File: src/crtc_pkg.sv
package crtc_pkg;

    // Register indices
    localparam logic [3:0] R0_H_TOTAL           = 4'd0;
    localparam logic [3:0] R1_H_DISPLAYED       = 4'd1;
    localparam logic [3:0] R2_H_SYNC_POS        = 4'd2;
    localparam logic [3:0] R3_SYNC_WIDTH        = 4'd3;
    localparam logic [3:0] R4_V_TOTAL           = 4'd4;
    localparam logic [3:0] R5_V_ADJUST          = 4'd5;
    localparam logic [3:0] R6_V_DISPLAYED       = 4'd6;
    localparam logic [3:0] R7_V_SYNC_POS        = 4'd7;
    localparam logic [3:0] R9_SCAN_LINE         = 4'd9;
    localparam logic [3:0] R12_DISPLAY_START_HI = 4'd12;
    localparam logic [3:0] R13_DISPLAY_START_LO = 4'd13;

    localparam int REG_COUNT = 14;

    localparam int CHAR_W = 8;      // Character counters
    localparam int SUB_W  = 5;      // Pixel / scanline counters
    localparam int MA_W   = 14;     // Memory address
    localparam int BUS_W  = 12;     // Shared RAM / font bus

    // These values give roughly NTSC timing
    localparam logic [7:0] REG_DEFAULT [REG_COUNT] = '{
        8'd63,                      // R0  total chars per line - 1
        8'd40,                      // R1  displayed chars
        8'd48,                      // R2  hsync position
        8'h15,                      // R3  vsync width 1, hsync width 5
        8'd32,                      // R4  total rows - 1
        8'd0,                       // R5
        8'd25,                      // R6  displayed rows
        8'd28,                      // R7  vsync position
        8'd0,                       // R8
        8'd7,                       // R9  scanlines per row - 1
        8'd0,                       // R10
        8'd0,                       // R11
        8'h10,                      // R12 display start high
        8'h00                       // R13 display start low
    };

    localparam logic [MA_W-1:0] DISPLAY_START_DEFAULT =
        {REG_DEFAULT[R12_DISPLAY_START_HI][5:0], REG_DEFAULT[R13_DISPLAY_START_LO]};

endpackage
File: src/video_top.sv
`timescale 1ns/1ps

module video_top import crtc_pkg::*; #(
    parameter logic [BUS_W-1:0] FONT_BASE = 12'h800
) (
    input  logic             pixel_clk_i,
    input  logic             reset_i,

    input  logic             reg_wr_i,
    input  logic [3:0]       reg_sel_i,
    input  logic [7:0]       reg_data_i,

    output logic [BUS_W-1:0] bus_addr_o,    // RAM below 12'h800, font above
    input  logic [7:0]       bus_data_i,

    output logic             h_sync_o,
    output logic             v_sync_o,
    output logic             video_o
);
    logic [CHAR_W-1:0] h_total;
    logic [CHAR_W-1:0] h_displayed;
    logic [CHAR_W-1:0] h_sync_start;
    logic [3:0]        h_sync_width;
    logic [6:0]        v_total;
    logic [6:0]        v_displayed;
    logic [6:0]        v_sync_start;
    logic [3:0]        v_sync_width;
    logic [SUB_W-1:0]  scan_lines;
    logic [MA_W-1:0]   display_start;

    logic [SUB_W-1:0]  pix;
    logic [SUB_W-1:0]  ra;
    logic              char_end;
    logic              line_end;
    logic              h_active;
    logic              frame_end;
    logic              v_active;
    logic              last_scanline;
    logic [MA_W-1:0]   ma;

    crtc_regs regs0 (
        .pixel_clk_i(pixel_clk_i), .reset_i(reset_i),
        .reg_wr_i(reg_wr_i), .reg_sel_i(reg_sel_i), .reg_data_i(reg_data_i),
        .h_total_o(h_total), .h_displayed_o(h_displayed),
        .h_sync_start_o(h_sync_start), .h_sync_width_o(h_sync_width),
        .v_total_o(v_total), .v_displayed_o(v_displayed),
        .v_sync_start_o(v_sync_start), .v_sync_width_o(v_sync_width),
        .scan_lines_o(scan_lines), .display_start_o(display_start)
    );

    // Characters are always 8 pixels wide
    sync_gen h_timing (
        .pixel_clk_i(pixel_clk_i), .reset_i(reset_i),
        .advance_i(1'b1), .sub_last_i(5'd7),
        .char_total_i(h_total), .char_displayed_i(h_displayed),
        .sync_start_i(h_sync_start), .sync_width_i(h_sync_width),
        .sub_o(pix), .char_end_o(char_end), .line_end_o(line_end),
        .active_o(h_active), .sync_o(h_sync_o)
    );

    // Steps once per scanline
    sync_gen v_timing (
        .pixel_clk_i(pixel_clk_i), .reset_i(reset_i),
        .advance_i(line_end), .sub_last_i(scan_lines),
        .char_total_i({1'b0, v_total}), .char_displayed_i({1'b0, v_displayed}),
        .sync_start_i({1'b0, v_sync_start}), .sync_width_i(v_sync_width),
        .sub_o(ra), .char_end_o(), .line_end_o(frame_end),
        .active_o(v_active), .sync_o(v_sync_o)
    );

    // Scanline counter is about to wrap
    assign last_scanline = ra == scan_lines;

    addr_gen addr0 (
        .pixel_clk_i(pixel_clk_i), .reset_i(reset_i),
        .char_end_i(char_end), .line_end_i(line_end),
        .last_scanline_i(last_scanline), .frame_end_i(frame_end),
        .displayed_i(h_displayed), .display_start_i(display_start),
        .ma_o(ma)
    );

    dot_gen #(.FONT_BASE(FONT_BASE)) dots0 (
        .pixel_clk_i(pixel_clk_i), .reset_i(reset_i),
        .pix_i(pix), .ma_i(ma), .ra_i(ra),
        .h_active_i(h_active), .v_active_i(v_active),
        .bus_addr_o(bus_addr_o), .bus_data_i(bus_data_i),
        .video_o(video_o)
    );

endmodule

File: src/dot_gen.sv
`timescale 1ns/1ps

module dot_gen import crtc_pkg::*; #(
    parameter logic [BUS_W-1:0] FONT_BASE = 12'h800    // Start of font ROM on the bus
) (
    input  logic              pixel_clk_i,
    input  logic              reset_i,

    input  logic [SUB_W-1:0]  pix_i,             // Pixel within character, 0 to 7
    input  logic [MA_W-1:0]   ma_i,
    input  logic [SUB_W-1:0]  ra_i,              // Scanline within row
    input  logic              h_active_i,
    input  logic              v_active_i,

    output logic [BUS_W-1:0]  bus_addr_o,
    input  logic [7:0]        bus_data_i,        // Valid one cycle after the address

    output logic              video_o
);
    localparam logic [SUB_W-1:0] PIX_CODE  = 5'd1;  // Code arrives from RAM
    localparam logic [SUB_W-1:0] PIX_GLYPH = 5'd3;  // Font byte arrives
    localparam logic [SUB_W-1:0] PIX_LAST  = 5'd7;

    logic [7:0]       code_q;
    logic [7:0]       glyph_q;
    logic [7:0]       shift_q;
    logic             reverse_q;
    logic             enable_q;

    logic             ram_phase;
    logic [BUS_W-1:0] ram_addr;
    logic [BUS_W-1:0] font_addr;

    // Pixels 0 and 1 address video RAM, the rest the font
    assign ram_phase = pix_i < 5'd2;
    assign ram_addr  = {1'b0, ma_i[10:0]};
    assign font_addr = FONT_BASE + BUS_W'({code_q[6:0], 3'b000}) + BUS_W'(ra_i[2:0]);

    assign bus_addr_o = ram_phase ? ram_addr : font_addr;

    always_ff @(posedge pixel_clk_i) begin
        if (pix_i == PIX_CODE) begin
            code_q <= bus_data_i;
        end
        if (pix_i == PIX_GLYPH) begin
            glyph_q <= bus_data_i;
        end
    end

    // Load at the character boundary, otherwise shift MSB first
    always_ff @(posedge pixel_clk_i or posedge reset_i) begin
        if (reset_i) begin
            shift_q   <= 8'h00;
            reverse_q <= 1'b0;
            enable_q  <= 1'b0;
        end else if (pix_i == PIX_LAST) begin
            shift_q   <= glyph_q;
            reverse_q <= code_q[7];                 // Reverse video flag
            enable_q  <= h_active_i && v_active_i;  // Enable for the fetched character
        end else begin
            shift_q   <= {shift_q[6:0], 1'b0};
        end
    end

    assign video_o = (shift_q[7] ^ reverse_q) & enable_q;

endmodule

File: src/addr_gen.sv
`timescale 1ns/1ps

module addr_gen import crtc_pkg::*; (
    input  logic              pixel_clk_i,
    input  logic              reset_i,

    input  logic              char_end_i,        // Last pixel of a character
    input  logic              line_end_i,        // Last character of a scanline
    input  logic              last_scanline_i,   // Scanline is the last of its row
    input  logic              frame_end_i,       // Last scanline of the last row
    input  logic [CHAR_W-1:0] displayed_i,       // Characters per row, R1
    input  logic [MA_W-1:0]   display_start_i,

    output logic [MA_W-1:0]   ma_o
);
    logic [MA_W-1:0] ma_q;
    logic [MA_W-1:0] row_addr_q;
    logic [MA_W-1:0] next_row_addr;

    // Start of the following character row
    assign next_row_addr = row_addr_q + MA_W'(displayed_i);

    always_ff @(posedge pixel_clk_i or posedge reset_i) begin
        if (reset_i) begin
            ma_q       <= DISPLAY_START_DEFAULT;
            row_addr_q <= DISPLAY_START_DEFAULT;
        end else if (frame_end_i) begin
            ma_q       <= display_start_i;      // New frame
            row_addr_q <= display_start_i;
        end else if (line_end_i && last_scanline_i) begin
            ma_q       <= next_row_addr;        // Step to next row
            row_addr_q <= next_row_addr;
        end else if (line_end_i) begin
            ma_q       <= row_addr_q;           // Repeat row for next scanline
        end else if (char_end_i) begin
            ma_q       <= ma_q + 1'b1;
        end
    end

    assign ma_o = ma_q;

endmodule

File: src/sync_gen.sv
`timescale 1ns/1ps

module sync_gen import crtc_pkg::*; (
    input  logic              pixel_clk_i,
    input  logic              reset_i,

    input  logic              advance_i,         // Step the sub-counter this cycle
    input  logic [SUB_W-1:0]  sub_last_i,        // Last pixel / scanline of a character
    input  logic [CHAR_W-1:0] char_total_i,      // Last character position
    input  logic [CHAR_W-1:0] char_displayed_i,  // Number of visible characters
    input  logic [CHAR_W-1:0] sync_start_i,      // First character of sync
    input  logic [3:0]        sync_width_i,      // Sync width in characters, 0 = 16

    output logic [SUB_W-1:0]  sub_o,             // Pixel or scanline within character
    output logic              char_end_o,
    output logic              line_end_o,
    output logic              active_o,
    output logic              sync_o
);
    logic [SUB_W-1:0]  sub_q;
    logic [CHAR_W-1:0] char_q;

    logic              sub_wrap;
    logic              char_wrap;
    logic [CHAR_W:0]   sync_stop;                // One bit wider so it cannot overflow
    logic [4:0]        width_eff;

    assign sub_wrap  = sub_q == sub_last_i;
    assign char_wrap = char_q == char_total_i;

    assign char_end_o = advance_i && sub_wrap;
    assign line_end_o = char_end_o && char_wrap;

    always_ff @(posedge pixel_clk_i or posedge reset_i) begin
        if (reset_i) begin
            sub_q <= '0;
        end else if (advance_i) begin
            if (sub_wrap) begin
                sub_q <= '0;
            end else begin
                sub_q <= sub_q + 1'b1;
            end
        end
    end

    always_ff @(posedge pixel_clk_i or posedge reset_i) begin
        if (reset_i) begin
            char_q <= '0;
        end else if (char_end_o) begin
            if (char_wrap) begin
                char_q <= '0;
            end else begin
                char_q <= char_q + 1'b1;
            end
        end
    end

    // A programmed width of zero gives the full 16 characters
    assign width_eff = (sync_width_i == 4'd0) ? 5'd16 : {1'b0, sync_width_i};
    assign sync_stop = {1'b0, sync_start_i} + {{(CHAR_W-4){1'b0}}, width_eff};

    assign active_o = char_q < char_displayed_i;
    assign sync_o   = (char_q >= sync_start_i) && ({1'b0, char_q} < sync_stop);

    assign sub_o = sub_q;

endmodule

File: src/crtc_regs.sv
`timescale 1ns/1ps

module crtc_regs import crtc_pkg::*; (
    input  logic              pixel_clk_i,
    input  logic              reset_i,

    input  logic              reg_wr_i,         // Write strobe
    input  logic [3:0]        reg_sel_i,        // Register index
    input  logic [7:0]        reg_data_i,

    output logic [CHAR_W-1:0] h_total_o,        // Chars per line - 1
    output logic [CHAR_W-1:0] h_displayed_o,
    output logic [CHAR_W-1:0] h_sync_start_o,
    output logic [3:0]        h_sync_width_o,   // 0 = 16
    output logic [6:0]        v_total_o,        // Rows per frame - 1
    output logic [6:0]        v_displayed_o,
    output logic [6:0]        v_sync_start_o,
    output logic [3:0]        v_sync_width_o,   // 0 = 16
    output logic [SUB_W-1:0]  scan_lines_o,     // Scanlines per row - 1
    output logic [MA_W-1:0]   display_start_o
);
    logic [7:0] regs [REG_COUNT];

    logic       wr_valid;

    // Indices 14 and 15 have no register behind them
    assign wr_valid = reg_wr_i && (reg_sel_i < REG_COUNT);

    always_ff @(posedge pixel_clk_i or posedge reset_i) begin
        if (reset_i) begin
            for (int i = 0; i < REG_COUNT; i++) begin
                regs[i] <= REG_DEFAULT[i];
            end
        end else if (wr_valid) begin
            regs[reg_sel_i] <= reg_data_i;
        end
    end

    // Horizontal fields
    assign h_total_o      = regs[R0_H_TOTAL];
    assign h_displayed_o  = regs[R1_H_DISPLAYED];
    assign h_sync_start_o = regs[R2_H_SYNC_POS];
    assign h_sync_width_o = regs[R3_SYNC_WIDTH][3:0];   // Low nibble

    // Vertical fields are 7 bits wide on a real 6845
    assign v_total_o      = regs[R4_V_TOTAL][6:0];
    assign v_displayed_o  = regs[R6_V_DISPLAYED][6:0];
    assign v_sync_start_o = regs[R7_V_SYNC_POS][6:0];
    assign v_sync_width_o = regs[R3_SYNC_WIDTH][7:4];   // High nibble

    assign scan_lines_o   = regs[R9_SCAN_LINE][SUB_W-1:0];

    // 14-bit start address from the two halves
    assign display_start_o = {regs[R12_DISPLAY_START_HI][5:0],
                              regs[R13_DISPLAY_START_LO]};

endmodule

File: config.mk
export PLATFORM = sky130hd
export DESIGN_NAME = video_top
export DESIGN_NICKNAME = d
export VERILOG_FILES = /design/src/crtc_pkg.sv /design/src/video_top.sv /design/src/dot_gen.sv /design/src/addr_gen.sv /design/src/sync_gen.sv /design/src/crtc_regs.sv
export SDC_FILE = /design/constraint.sdc
export NUM_CORES = 1
export LEC_CHECK = 0
export ABC_AREA = 1
export ABC_CLOCK_PERIOD_IN_PS = 3700
export BUFFER_PORTS_ARGS = -buffer_cell sky130_fd_sc_hd__clkbuf_2
export CELL_PAD_IN_SITES_DETAIL_PLACEMENT = 2
export CELL_PAD_IN_SITES_GLOBAL_PLACEMENT = 2
export CORE_MARGIN = 2
export CORE_UTILIZATION = 34
export DETAILED_ROUTE_END_ITERATION = 16
export PLACE_DENSITY_LB_ADDON = 0.1
export SLEW_MARGIN = 10
export SYNTH_ARGS = -nofsm -noshare
export SYNTH_HDL_FRONTEND = slang
export SYNTH_SLANG_ARGS = --single-unit
File: constraint.sdc
create_clock -name pixel_clk_i -period 3.7 [get_ports pixel_clk_i]
set_clock_uncertainty 0.15 [all_clocks]
set_input_delay 0.37 -clock pixel_clk_i [delete_from_list [all_inputs] [get_ports pixel_clk_i]]
set_output_delay 0.37 -clock pixel_clk_i [all_outputs]
set_load 0.01 [all_outputs]
Yosys cells after proc, flatten, opt, wreduce, memory -nomap -nowiden. Index checks and enable logic that the tools add are counted. W data, S select, Z words.

Latch bits: 0. Bits in read-only memories: 0. Input port bits: 23. Memories kept: 0. Register bits after elaboration: 192. Memory bits (writable): 0.

Reduce and logical (&&, ||, !) cells: 12. Bitwise logic cells: 3. Add/subtract/negate cells: 10. Divide/modulo/power cells: 0. $mul: 0. Muxes and demuxes: 17. Eq/ne operators: 6. Shift operators: 0. $lt $le $gt $ge: 10.

Operators by type and width (count): $bwmux W112 (1); $mux W14 (6); $demux W8 S4 (1); $mux W8 (4); $mux W5 (4); $lt A8 B9 Y1 (2); $add A8 B1 Y8 const B (2); $add A14 B1 Y14 const B (1); $add A14 B8 Y14 (1); $add A12 B10 Y12 const A (1); $add A12 B3 Y12 (1); $mux W12 (1); $add A5 B1 Y5 const B (2); $add A8 B5 Y9 (1); $add A7 B5 Y8 (1); $eq A8 B7 Y1 (1); $eq A8 B8 Y1 (1); $ge A8 B7 Y1 (1); $ge A8 B8 Y1 (1); $logic_and A1 B1 Y1 (8); $logic_not A4 Y1 (2); $lt A8 B7 Y1 (1); $lt A8 B8 Y1 (1); $eq A5 B1 Y1 const B (1); other kinds (12) (12).

Depth between registers and ports, before layout. Gate-level depths: netlist (run 1).

Depth in word-level cells: 6. Depth in mapped cells: 15.

By module. Synthesis (run 1) repeated with hierarchy kept, for this count alone.

Cell total of the unflattened synthesis: 1252. Area, all modules: 9746.8 um2.

Modules (own cells, without submodules): sync_gen (cells each 222, times used 2, area an instance 1635.3 um2); crtc_regs (cells each 337, times used 1, area an instance 2976.6 um2); addr_gen (cells each 344, times used 1, area an instance 2318.5 um2); dot_gen (cells each 109, times used 1, area an instance 1097.3 um2); video_top (cells each 18, times used 1, area an instance 83.8 um2).

Least setup slack after synthesis (run 1). OpenSTA, ideal clock, no wires.

Kind: reg-to-output. Start point: reg regs0.regs, in the netlist regs0.v_sync_width_o[0]. End point: out v_sync_o. Cell stages (with the launch flop): 13. Buffers on the path: 0. Path slack: 0.749 ns. Arrival: 2.431 ns. Path through: dfstp_2 > ha_1 > inv_1 > fa_1 > o21ai_0 > nand2_1 > a21oi_1 > xor2_1 > ha_1 > a21o_1 > a21oi_1 > o2111ai_1 > inv_1.

Longest elaborated chain between the ends: 5.

RTL lines: start, declared (RTL line crtc_regs.sv:22) `logic [7:0] regs [REG_COUNT];`; start signal, assigned by index (RTL line crtc_regs.sv:32) `regs[i] <= REG_DEFAULT[i];`; start signal, assigned by index (RTL line crtc_regs.sv:35) `regs[reg_sel_i] <= reg_data_i;`; $logic_not A4 Y1 (RTL line sync_gen.sv:59) `assign width_eff = (sync_width_i == 4'd0) ? 5'd16 : {1'b0, sync_width_i};`; $mux W5 (*) (RTL line sync_gen.sv:59); $add A7 B5 Y8 (*) (RTL line sync_gen.sv:60) `assign sync_stop = {1'b0, sync_start_i} + {{(CHAR_W-4){1'b0}}, width_eff};`; $lt A8 B9 Y1 (*) (RTL line sync_gen.sv:63) `assign sync_o = (char_q >= sync_start_i) && ({1'b0, char_q} < sync_stop);`; $logic_and A1 B1 Y1 (*) (RTL line sync_gen.sv:63); end, declared (RTL line video_top.sv:17) `output logic v_sync_o,`.

Mark *: on every way between the ends. The rest lies on a longest branch, timed or not.

Final worst setup path (run 1).
Start point: reg regs0.regs, in the netlist regs0.h_sync_width_o[0]. End point: out h_sync_o.

Longest elaborated chain between the ends: 5.

RTL lines: $logic_not A4 Y1 (RTL line sync_gen.sv:59); $mux W5 (*) (RTL line sync_gen.sv:59); $add A8 B5 Y9 (*) (RTL line sync_gen.sv:60); $lt A8 B9 Y1 (*) (RTL line sync_gen.sv:63); $logic_and A1 B1 Y1 (*) (RTL line sync_gen.sv:63); end, declared (RTL line video_top.sv:16) `output logic h_sync_o,`.

Marked as above.

==> flow_summary_export.csv, run 1 <==
group,metric,value,unit
die,die_h,163,um
global_routing,grt_overflow,0,
outcome,status,"finished clean",
setup_path,cp.required,3.18,ns
drt,drtIter0Drc,247,
global_routing,antenna_found_initial,0,
synthesis,yosys_warnings,0,
power_and_ir_drop,p_leak,0.00488,uW
sta,hold_ws,0.0446,ns
place,port_buffers,37,
sta,setup_violations,0,
setup_path,path_buf_inv,1,
die,placementRows,58,
drt,viasPerCell,5.02,
synthesis,synth-seq-cells,143,
flow_run,cap_violations,0,
clock_network,cts_tree,"done",
setup_path,slowest_stage,"dfstp_2",
drt,num_vias,7379,
synthesis,syn_inst,1081,
synthesis,ys_seq_area_share,42.9,%
clock_network,clkTransAtPathRegs,0.07,ns
setup_path,start_kind,"flip-flop",
finish,nNetsFinal,1218,
clock_network,insertion_delay,0.43,ns
global_routing,grt_first_pass_wirelength,44.0,mm
setup_path,crit_top_cell,"nand2_1",
finish,drive_gt1_share,12.2,%
setup_path,crit_chain,"ha_2 -> fa_2 -> nand3_1 -> nand2_1 -> nand2_1 -> a21oi_2 -> xor2_1 -> ha_1 -> nand2_1 -> or2_2 -> nor3_1 -> nand2_1 -> nand2_1 -> nor2_1 -> clkbuf_2",
power_and_ir_drop,power_density,575,mW/mm^2
sta,hold_viol,0,
clock_network,root_buffer,"clkbuf_16",
global_routing,grt_max_degree,58,
setup_path,crit_path_max_incr_delay,0.56,ns
clock_network,cts_sinks,143,
place,post_dp_cell_area,0.00915,sq mm
place,dp_cells,1428,
sta,worst_pin_slew,0.925,ns
finish,diodes,0,
synthesis,syn-num-nets,1173,
drt,wirelength,26.8,mm
place,place_congestion,0.781,
setup_path,crit_path_end_kind,"output port",
drt,antenna_left,0,
die,start_util,34.4,%
sta,max_freq,0.282,GHz
global_routing,grt_pass1_vias,8098,
die,ioPinCount,38,
setup_path,worstPathArrival,3.02,ns
drt,wl_per_cell,18.3,um
place,place_hpwl,19.9,mm
sta,finalMaxSlewViolations,0,
synthesis,syn_avg_cell_area,7.96,sq um
synthesis,ys_async_sr_fraction,88.8,%
clock_network,cts_buffers,17,
sta,slew_headroom,38.1,%
synthesis,syn_area,0.00860,sq mm
sta,period_share,95.8,%
setup_path,critPathMaxFanout,3,
die,die_area,0.0266,sq mm
finish,area_growth,14.9,%
clock_network,h-tree-depth,4,
setup_path,cp_top_family,"simple AND/OR/NAND/NOR gates",
finish,instances_no_fill,1469,
sta,rsz0062_at_grt,"yes",
clock_network,postCtsSetupBuffers,0,
global_routing,grt_usage,21.5,%
finish,finalInstanceArea,0.00988,sq mm
die,core_area,0.0250,sq mm
clock_network,cts_max_path_buffers,2,
hold_path,worstHoldPathType,"in -> reg",
die,die_w,163,um
drt,firstDrtPassIters,4,
synthesis,synth.distinct_cells,45,
setup_path,worstSetupPathType,"reg -> out",
synthesis,synth_edf_count,16,
synthesis,dominantRegCellSynth,"dfrtp_1",
sta,period_needed,3.54,ns
drt,drc,0,
power_and_ir_drop,ir_worst_vdd,0.230,mV
Yosys cell counts (6+ instances only):
master / n / area share [%]
nor2_1: 80 / 3.5
a21oi_1: 39 / 2.3
xor2_1: 28 / 2.9
ha_1: 66 / 9.6
nand2_1: 300 / 13
inv_1: 131 / 5.7
inv_2: 8 / 0.35
dfrtp_1: 104 / 30
edfxtp_1: 16 / 5.6
xnor2_1: 9 / 0.92
o21ai_0: 103 / 6.0
nand3_1: 61 / 3.5
clkbuf_1: 15 / 0.65
dfstp_2: 23 / 7.0
nand4_1: 11 / 0.80
o211ai_1: 6 / 0.52
nor3_1: 17 / 0.99
repair_timing:
item / in CTS / in global routing
pin swaps: 0 / 1
gates resized for setup: 3 / 7
hold buffers: 9 / 0
endpoints found under the hold margin: 39 / 0
endpoints found under the setup margin: 2 / 2
logic make-up after synthesis:
family / Yosys count / synth area share, %
and+or+nand+nor: 494 / 24.4
AOI/OAI and AO/OA: 167 / 10.4
buffers and inverters: 166 / 7.58
DFF: 143 / 42.9
adders and majority gates: 69 / 10.3
xor gates and xnor gates: 37 / 3.77
muxes: 5 / 0.655
through the flow:
step	util, %	TNS [ns]	power [uW]	setup slack, ns
3_5_place_dp	36.5	0	3890	0.389
2_1_floorplan	-	0	3300	0.749
4_1_cts	39.4	0	5770	0.0514
6_report	39.5	0	5680	0.156
3_3_place_gp	36.5	0	3810	0.486
5_1_grt	39.5	-0.0547	6120	-0.0547
worst paths after layout:
path	slack, ns	to	depth (start not counted)	from
worst max-delay path	0.16	h_sync_o	15	regs0.h_sync_width_o[0]$_DFFE_PP1P_
worst min-delay path	0.04	regs0.v_sync_start_o[6]$_DFFE_PP0P_	3	reg_data_i[6]
worst max register to register	0.87	addr0.ma_o[6]$_DFFE_PP0P_	11	h_timing.sub_o[0]$_DFF_PP0_
worst min register to register	0.30	dots0.shift_q[3]$_DFF_PP0_	2	dots0.glyph_q[3]$_DFFE_PN_
max in group asynchronous	2.07	regs0.scan_lines_o[1]$_DFFE_PP1P_	4	reset_i
min in group asynchronous	0.51	regs0.h_sync_start_o[7]$_DFFE_PP0P_	3	reset_i
tightest hold or removal path, stage by stage:
cell and delay (ns):
clkbuf_2 0.11, nand2_1 0.05, o21ai_0 0.06
cell usage in the layout (no fill, tap or decap), types with 3 or more instances in the layout:
cell type      count
nand2_1          300
inv_1            130
dfrtp_1          104
o21ai_0          101
nor2_1            80
ha_1              65
nand3_1           61
a21oi_1           37
clkbuf_2          37
xor2_1            28
dfstp_2           23
clkbuf_16         18
nor3_1            17
edfxtp_1          16
nand4_1           11
xnor2_1            9
dlygate4sd3_1      9
inv_2              8
o211ai_1           6
o21ai_1            5
nand2_2            5
mux2_2             5
clkinv_4           5
buf_4              5
inv_6              4
nor2_2             3
or2_2              3
nor3b_1            3
a21oi_2            3
cell type report:
class	count	area, sq um
fillers	2927	15200
multi-input cells	772	4290
flip-flops and latches	143	3690
inverters	139	526
clock buffers	19	464
well taps	330	413
repair buffers	53	353
clock inverters	13	150
power breakdown:
group	switching [uW]	internal, uW
logic	1010	666
registers	305	1890
clock network	749	1060
layer usage:
layer | up-vias | GRT usage (%) | part of all wire, %
li1 | 3593 | - | -
met1 | 3729 | 28.5 | 48
met2 | 41 | 37.8 | 50
met3 | 16 | 2.46 | 1.4
met4 | 0 | 4.51 | 0.79
met5 | - | 0 | 0
No activity file was read; power rests on OpenSTA's default activity.
==> run 2: changes to the inputs <==
==> constraint.sdc (replaced) <==
create_clock -name pixel_clk_i -period 3.7 [get_ports pixel_clk_i]
set_clock_uncertainty 0.15 [all_clocks]
set_input_delay 0.37 -clock pixel_clk_i [delete_from_list [all_inputs] [get_ports pixel_clk_i]]
set_output_delay 0.37 -clock pixel_clk_i [all_outputs]
set_load 0.02 [all_outputs]
==> run 2 against run 1 <==
Clock power up 3%. Register-to-register slack worse by 0.02 ns. Critical endpoint is now v_sync_o. First-iteration DRC count rose by 5.7%. Flip-flop and latch count stayed put. Count of clock-buffer cells in the layout unchanged. Via count up 0.87%. Hold slack got worse by 0.016 ns. Combinational power up 8%.
==> flow_summary_export.csv, run 2 (synthesized netlist as in run 1, its figures left out) <==
group,metric,value,unit
drt,antenna_left,0,
sta,worst_pin_slew,0.923,ns
power_and_ir_drop,comb_power_share,30.9,%
sta,finalMaxSlewViolations,0,
drt,wirelength,27.0,mm
global_routing,grt_pass1_vias,8135,
die,die_h,163,um
die,placementRows,58,
clock_network,insertion_delay,0.44,ns
outcome,status,"finished clean",
finish,drive_gt1_share,13.7,%
setup_path,start_kind,"flip-flop",
die,die_area,0.0266,sq mm
sta,max_freq,0.285,GHz
sta,period_share,94.7,%
global_routing,grt_overflow,0,
place,place_congestion,0.778,
setup_path,cp.required,3.18,ns
setup_path,path_buf_inv,3,
finish,diodes,0,
sta,setup_slack,0.196,ns
power_and_ir_drop,internal_power,3690,uW
sta,hold_ws,0.0284,ns
setup_path,critPathMaxFanout,2,
clock_network,h-tree-depth,4,
clock_network,clkTransAtPathRegs,0.07,ns
place,port_buffers,37,
setup_path,crit_chain,"ha_4 -> inv_2 -> fa_2 -> o21ai_2 -> nand2_1 -> a21oi_2 -> xor2_1 -> ha_1 -> and3_4 -> nand4_1 -> o2111ai_1 -> inv_1 -> buf_6",
power_and_ir_drop,power_density,587,mW/mm^2
power_and_ir_drop,switching_share,37.3,%
clock_network,cts_sinks,143,
die,core_area,0.0250,sq mm
flow_run,cap_violations,0,
die,start_util,34.4,%
setup_path,crit_path_end_kind,"output port",
setup_path,worstSetupPathType,"reg -> out",
finish,layout_commonest_cell,"nand2_1",
sta,period_needed,3.50,ns
setup_path,startpoint,"regs0.v_sync_width_o[0]$_DFFE_PP1P_",
drt,drtIter0Drc,261,
die,ioPinCount,38,
power_and_ir_drop,p_sw,2190,uW
power_and_ir_drop,pwr-share-seq,37.5,%
setup_path,r2r-start,"h_timing.sub_o[0]$_DFF_PP0_",
clock_network,root_buffer,"clkbuf_16",
hold_path,min_from,"reg_data_i[6]",
setup_path,slowest_stage,"dfstp_2",
power_and_ir_drop,p_leak,0.00490,uW
place,place_hpwl,19.8,mm
drt,num_vias,7443,
clock_network,cts_tree,"done",
global_routing,grt_first_pass_wirelength,44.3,mm
die,die_w,163,um
global_routing,antenna_found_initial,0,
place,post_dp_cell_area,0.00915,sq mm
clock_network,cts_max_path_buffers,2,
drt,drc,0,
setup_path,crit_path_max_incr_delay,0.56,ns
global_routing,grt_max_degree,58,
sta,tns,0,ns
power_and_ir_drop,ir_worst_vdd,0.239,mV
sta,slew_headroom,38.3,%
power_and_ir_drop,clkPwrFrac,31.6,%
finish,area_growth,16.4,%
global_routing,grt_usage,21.6,%
drt,viasPerCell,5.05,
sta,setup_violations,0,
finish,finalInstanceArea,0.0100,sq mm
sta,hold_viol,0,
finish,nNetsFinal,1223,
clock_network,cts_buffers,17,
finish,final_cell_mix,"nand2_1, inv_1, dfrtp_1",
setup_path,cp_top_family,"adder cells",
hold_path,worstHoldPathType,"in -> reg",
drt,wl_per_cell,18.3,um
place,post-place-ws,0.275,ns
drt,firstDrtPassIters,4,
setup_path,worstPathArrival,2.98,ns
==> run 2: power groups by stage <==
| stage | combinational (uW) | sequential, uW | clock (uW) |
|---|---|---|---|
| floorplan | 1260 | 2100 | 0 |
| global placement | 1650 | 2210 | 0 |
| detailed placement | 1720 | 2220 | 0 |
| CTS | 1760 | 2200 | 1900 |
| global route | 2110 | 2250 | 1970 |
| finish | 1820 | 2200 | 1860 |
==> run 2: final timing paths <==
check,to,slack [ns],cells after the start
max,v_sync_o,0.20,13
min,regs0.v_sync_start_o[6]$_DFFE_PP0P_,0.03,3
max reg2reg,addr0.ma_o[5]$_DFFE_PP0P_,0.85,11
min reg2reg,dots0.shift_q[5]$_DFF_PP0_,0.29,2
max in group asynchronous,regs0.scan_lines_o[0]$_DFFE_PP1P_,2.05,4
min in group asynchronous,regs0.h_sync_start_o[6]$_DFFE_PP0P_,0.51,3
==> run 2: layout make-up <==
cell class / count / area, sq um
fillers: 2881 / 15000
multi-input cells: 772 / 4380
flip-flops and latches: 143 / 3690
inverters: 139 / 526
clock buffers: 19 / 433
well taps: 330 / 413
repair buffers: 58 / 397
clock inverters: 13 / 175
==> run 2: per-stage QoR <==
stage / total power (uW) / utilization [%] / cells
floorplan: 3360 / - / 1081
global route: 6320 / 40.0 / 1474
CTS: 5860 / 39.4 / 1469
global placement: 3860 / 36.5 / 1428
finish: 5880 / 40.0 / 1474
detailed placement: 3950 / 36.5 / 1428
==> run 2: worst reg2reg max path, cell delays in order (launching register included) <==
cell	delay (ns)
dfrtp_1	0.40
ha_1	0.22
nand2_1	0.09
inv_2	0.08
nand2_4	0.17
inv_2	0.14
nand3_4	0.27
nor2_8	0.56
nand2_2	0.29
o21ai_1	0.26
nor2_1	0.07
nor2_1	0.08
==> run 2: repair_timing <==
action                                 4_1_cts  5_1_grt
gates resized for setup                      4       28
setup endpoints to repair                    2        2
hold buffers                                 9        0
endpoints found under the hold margin       40        0
setup buffers                                0        5
pin swaps                                    1       10
==> run 2: metal layers <==
layer	vias up	share of wire, %	GRT usage, %
li1	3607	-	-
met1	3755	48	28.9
met2	61	49	37.1
met3	20	1.6	3.45
met4	0	1.1	4.47
met5	-	0	0
==> run 3: changes to the inputs <==
--- a/config.mk
+++ b/config.mk
@@ -5,13 +5,12 @@
 export SDC_FILE = /design/constraint.sdc
 export NUM_CORES = 1
 export LEC_CHECK = 0
-export ABC_AREA = 1
 export ABC_CLOCK_PERIOD_IN_PS = 3700
 export BUFFER_PORTS_ARGS = -buffer_cell sky130_fd_sc_hd__clkbuf_2
 export CELL_PAD_IN_SITES_DETAIL_PLACEMENT = 2
 export CELL_PAD_IN_SITES_GLOBAL_PLACEMENT = 2
 export CORE_MARGIN = 2
-export CORE_UTILIZATION = 34
+export CORE_UTILIZATION = 37
 export DETAILED_ROUTE_END_ITERATION = 16
 export PLACE_DENSITY_LB_ADDON = 0.1
 export SLEW_MARGIN = 10
==> run 3 against run 2 <==
The run now ends with negative hold slack left. Critical path type unchanged. Synthesized cell count is 27% lower. Global-route usage is 0.16 points lower. Largest cell class unchanged. Power is 6.2% lower. Utilization is 3.4 points higher.
==> flow_summary_export.csv, run 3 <==
group,metric,value,unit
setup_path,worstSetupPathType,"reg -> out",
global_routing,grt_max_degree,128,
clock_network,cts_sinks,143,
sta,period_needed,3.66,ns
setup_path,start_kind,"flip-flop",
sta,max_freq,0.273,GHz
die,start_util,37.6,%
global_routing,grt_first_pass_wirelength,39.3,mm
setup_path,r2r-start,"h_timing.char_q[1]$_DFFE_PP0P_",
drt,drtIter0Drc,232,
sta,period_share,99.0,%
finish,layout_commonest_cell,"dfrtp_1",
synthesis,synth.distinct_cells,62,
setup_path,r2r_cells,7,
power_and_ir_drop,p_sw,1930,uW
flow_run,cap_violations,0,
power_and_ir_drop,switching_share,34.9,%
sta,finalMaxSlewViolations,0,
clock_network,cts_max_path_buffers,2,
synthesis,syn_area,0.00818,sq mm
clock_network,root_buffer,"clkbuf_16",
setup_path,worstPathArrival,3.14,ns
global_routing,antenna_found_initial,1,
synthesis,synth.top_cell.area_share,31.8,%
place,port_buffers,37,
clock_network,h-tree-depth,4,
power_and_ir_drop,internal_power,3590,uW
finish,multi_input_area,0.00428,sq mm
drt,wirelength,24.2,mm
sta,worst_pin_slew,1.00,ns
synthesis,synth_top_cell_by_area,"dfrtp_1",
outcome,failed_checks,"negative hold slack",
power_and_ir_drop,clkPwrFrac,29.5,%
finish,nNetsFinal,937,
drt,drc,0,
sta,slew_headroom,33.0,%
setup_path,startpoint,"regs0.v_sync_width_o[0]$_DFFE_PP1P_",
die,die_area,0.0233,sq mm
die,core_area,0.0218,sq mm
setup_path,cp.required,3.18,ns
clock_network,clkTransAtPathRegs,0.06,ns
synthesis,synth_edf_count,16,
finish,fillCellCount,2273,
synthesis,syn_inst,790,
outcome,status,"complete, but fails checks",
finish,ff_latch_area,0.00369,sq mm
power_and_ir_drop,power_density,584,mW/mm^2
place,place_congestion,0.784,
power_and_ir_drop,ir_worst_vdd,0.308,mV
setup_path,critPathMaxFanout,2,
die,ioPinCount,38,
synthesis,synth-seq-cells,143,
place,post-place-ws,0.238,ns
clock_network,cts_tree,"done",
synthesis,synth_area_leaders,"dfrtp_1, ha_1, mux2_2",
synthesis,syn-num-nets,882,
synthesis,dominantRegCellSynth,"dfrtp_1",
drt,firstDrtPassIters,4,
setup_path,rr_endpoint,"addr0.ma_o[10]$_DFFE_PP0P_",
finish,post-route-util,43.4,%
synthesis,syn_avg_cell_area,10.4,sq um
drt,antenna_left,0,
sta,setup_violations,0,
power_and_ir_drop,total_power,5520,uW
clock_network,cts_buffers,17,
synthesis,ys_async_sr_fraction,88.8,%
die,placementRows,54,
synthesis,synth_most_common_cell,"dfrtp_1",
die,die_h,153,um
power_and_ir_drop,p_leak,0.00427,uW
sta,setup_slack,0.0359,ns
hold_path,worstHoldPathType,"in -> async",
die,die_w,153,um
finish,final_cell_mix,"dfrtp_1, nand2_1, o21ai_0",
global_routing,grt_usage,21.5,%
sta,hold_ws,-0.00858,ns
synthesis,yosys-top-cells-count,"dfrtp_1, nand2_1, o21ai_0",
place,place_hpwl,17.1,mm
drt,num_vias,6192,
synthesis,yosys_warnings,0,
sta,rsz0062_at_grt,"yes",
power_and_ir_drop,comb_power_share,30.1,%
drt,wl_per_cell,21.2,um
finish,drive_gt1_share,23.2,%
setup_path,crit_path_end_kind,"output port",
drt,viasPerCell,5.44,
clock_network,insertion_delay,0.42,ns
global_routing,grt_overflow,0,
sta,hold_viol,2,
setup_path,r2r_slack,0.82,ns
power_and_ir_drop,pwr-share-seq,40.4,%
global_routing,grt_pass1_vias,6972,
finish,area_growth,15.5,%
synthesis,ys_seq_area_share,45.1,%
## run 3: cell families after synthesis
logic type,count (synthesis),synth area share (%)
AOI/OAI and AO/OA,172,12.8
adders and majority gates,69,10.8
muxes,72,9.82
xor gates and xnor gates,44,4.71
buffers and inverters,69,3.27
and+or+nand+nor,221,13.5
DFF,143,45.1
## run 3: layout make-up
class                   count  share of cell area [%]
diodes                      1                  0.0265
clock inverters            14                    1.26
well taps                 280                    3.71
repair buffers             63                    4.43
flip-flops and latches    143                    39.0
inverters                  42                    1.71
clock buffers              18                    4.54
multi-input cells         578                    45.3
## run 3: worst max path at each step
stage | to | slack, ns | cells past startpoint
finish | v_sync_o | 0.04 | 13
global route | h_sync_o | -0.14 | 14
CTS | v_sync_o | 0.007 | 11
detailed placement | h_sync_o | 0.24 | 14
global placement | h_sync_o | 0.35 | 14
floorplan | v_sync_o | 0.39 | 10
## run 3: critical path, cell delays in order, from the launching register on
cell and delay, ns:
dfstp_2 0.56, ha_4 0.14, inv_2 0.04, fa_2 0.37, nor2b_1 0.13, o21ai_1 0.11
a21oi_1 0.19, buf_4 0.13, o21ai_2 0.05, xnor2_1 0.13, ha_1 0.30, a21o_1 0.19
a221oi_2 0.22, buf_4 0.18
## run 3: through the flow
stage | area (sq um) | TNS, ns | instances
finish | 9440 | 0 | 1139
global route | 9440 | -0.242 | 1138
CTS | 9400 | 0 | 1135
detailed placement | 8720 | 0 | 1092
global placement | 8720 | 0 | 1092
floorplan | 8180 | 0 | 790
## run 3: routing by layer
layer  part of all wire [%]  GRT usage, %
met5                      0             0
met4                    1.3          5.82
met2                     51          36.8
met3                    2.1          2.87
met1                     46          28.6
## run 3: power groups by stage
stage / registers [uW] / logic [uW] / clock network (uW)
floorplan: 2120 / 1190 / 0
global placement: 2230 / 1500 / 0
detailed placement: 2250 / 1590 / 0
CTS: 2220 / 1660 / 1670
global route: 2270 / 1900 / 1740
finish: 2230 / 1660 / 1630
## run 3: what timing repair did
item,4_1_cts,5_1_grt
setup endpoints to repair,2,2
buffers inserted,3,3
hold buffers,8,0
endpoints found under the hold margin,16,0
pin swaps,3,13
resized for setup,11,10
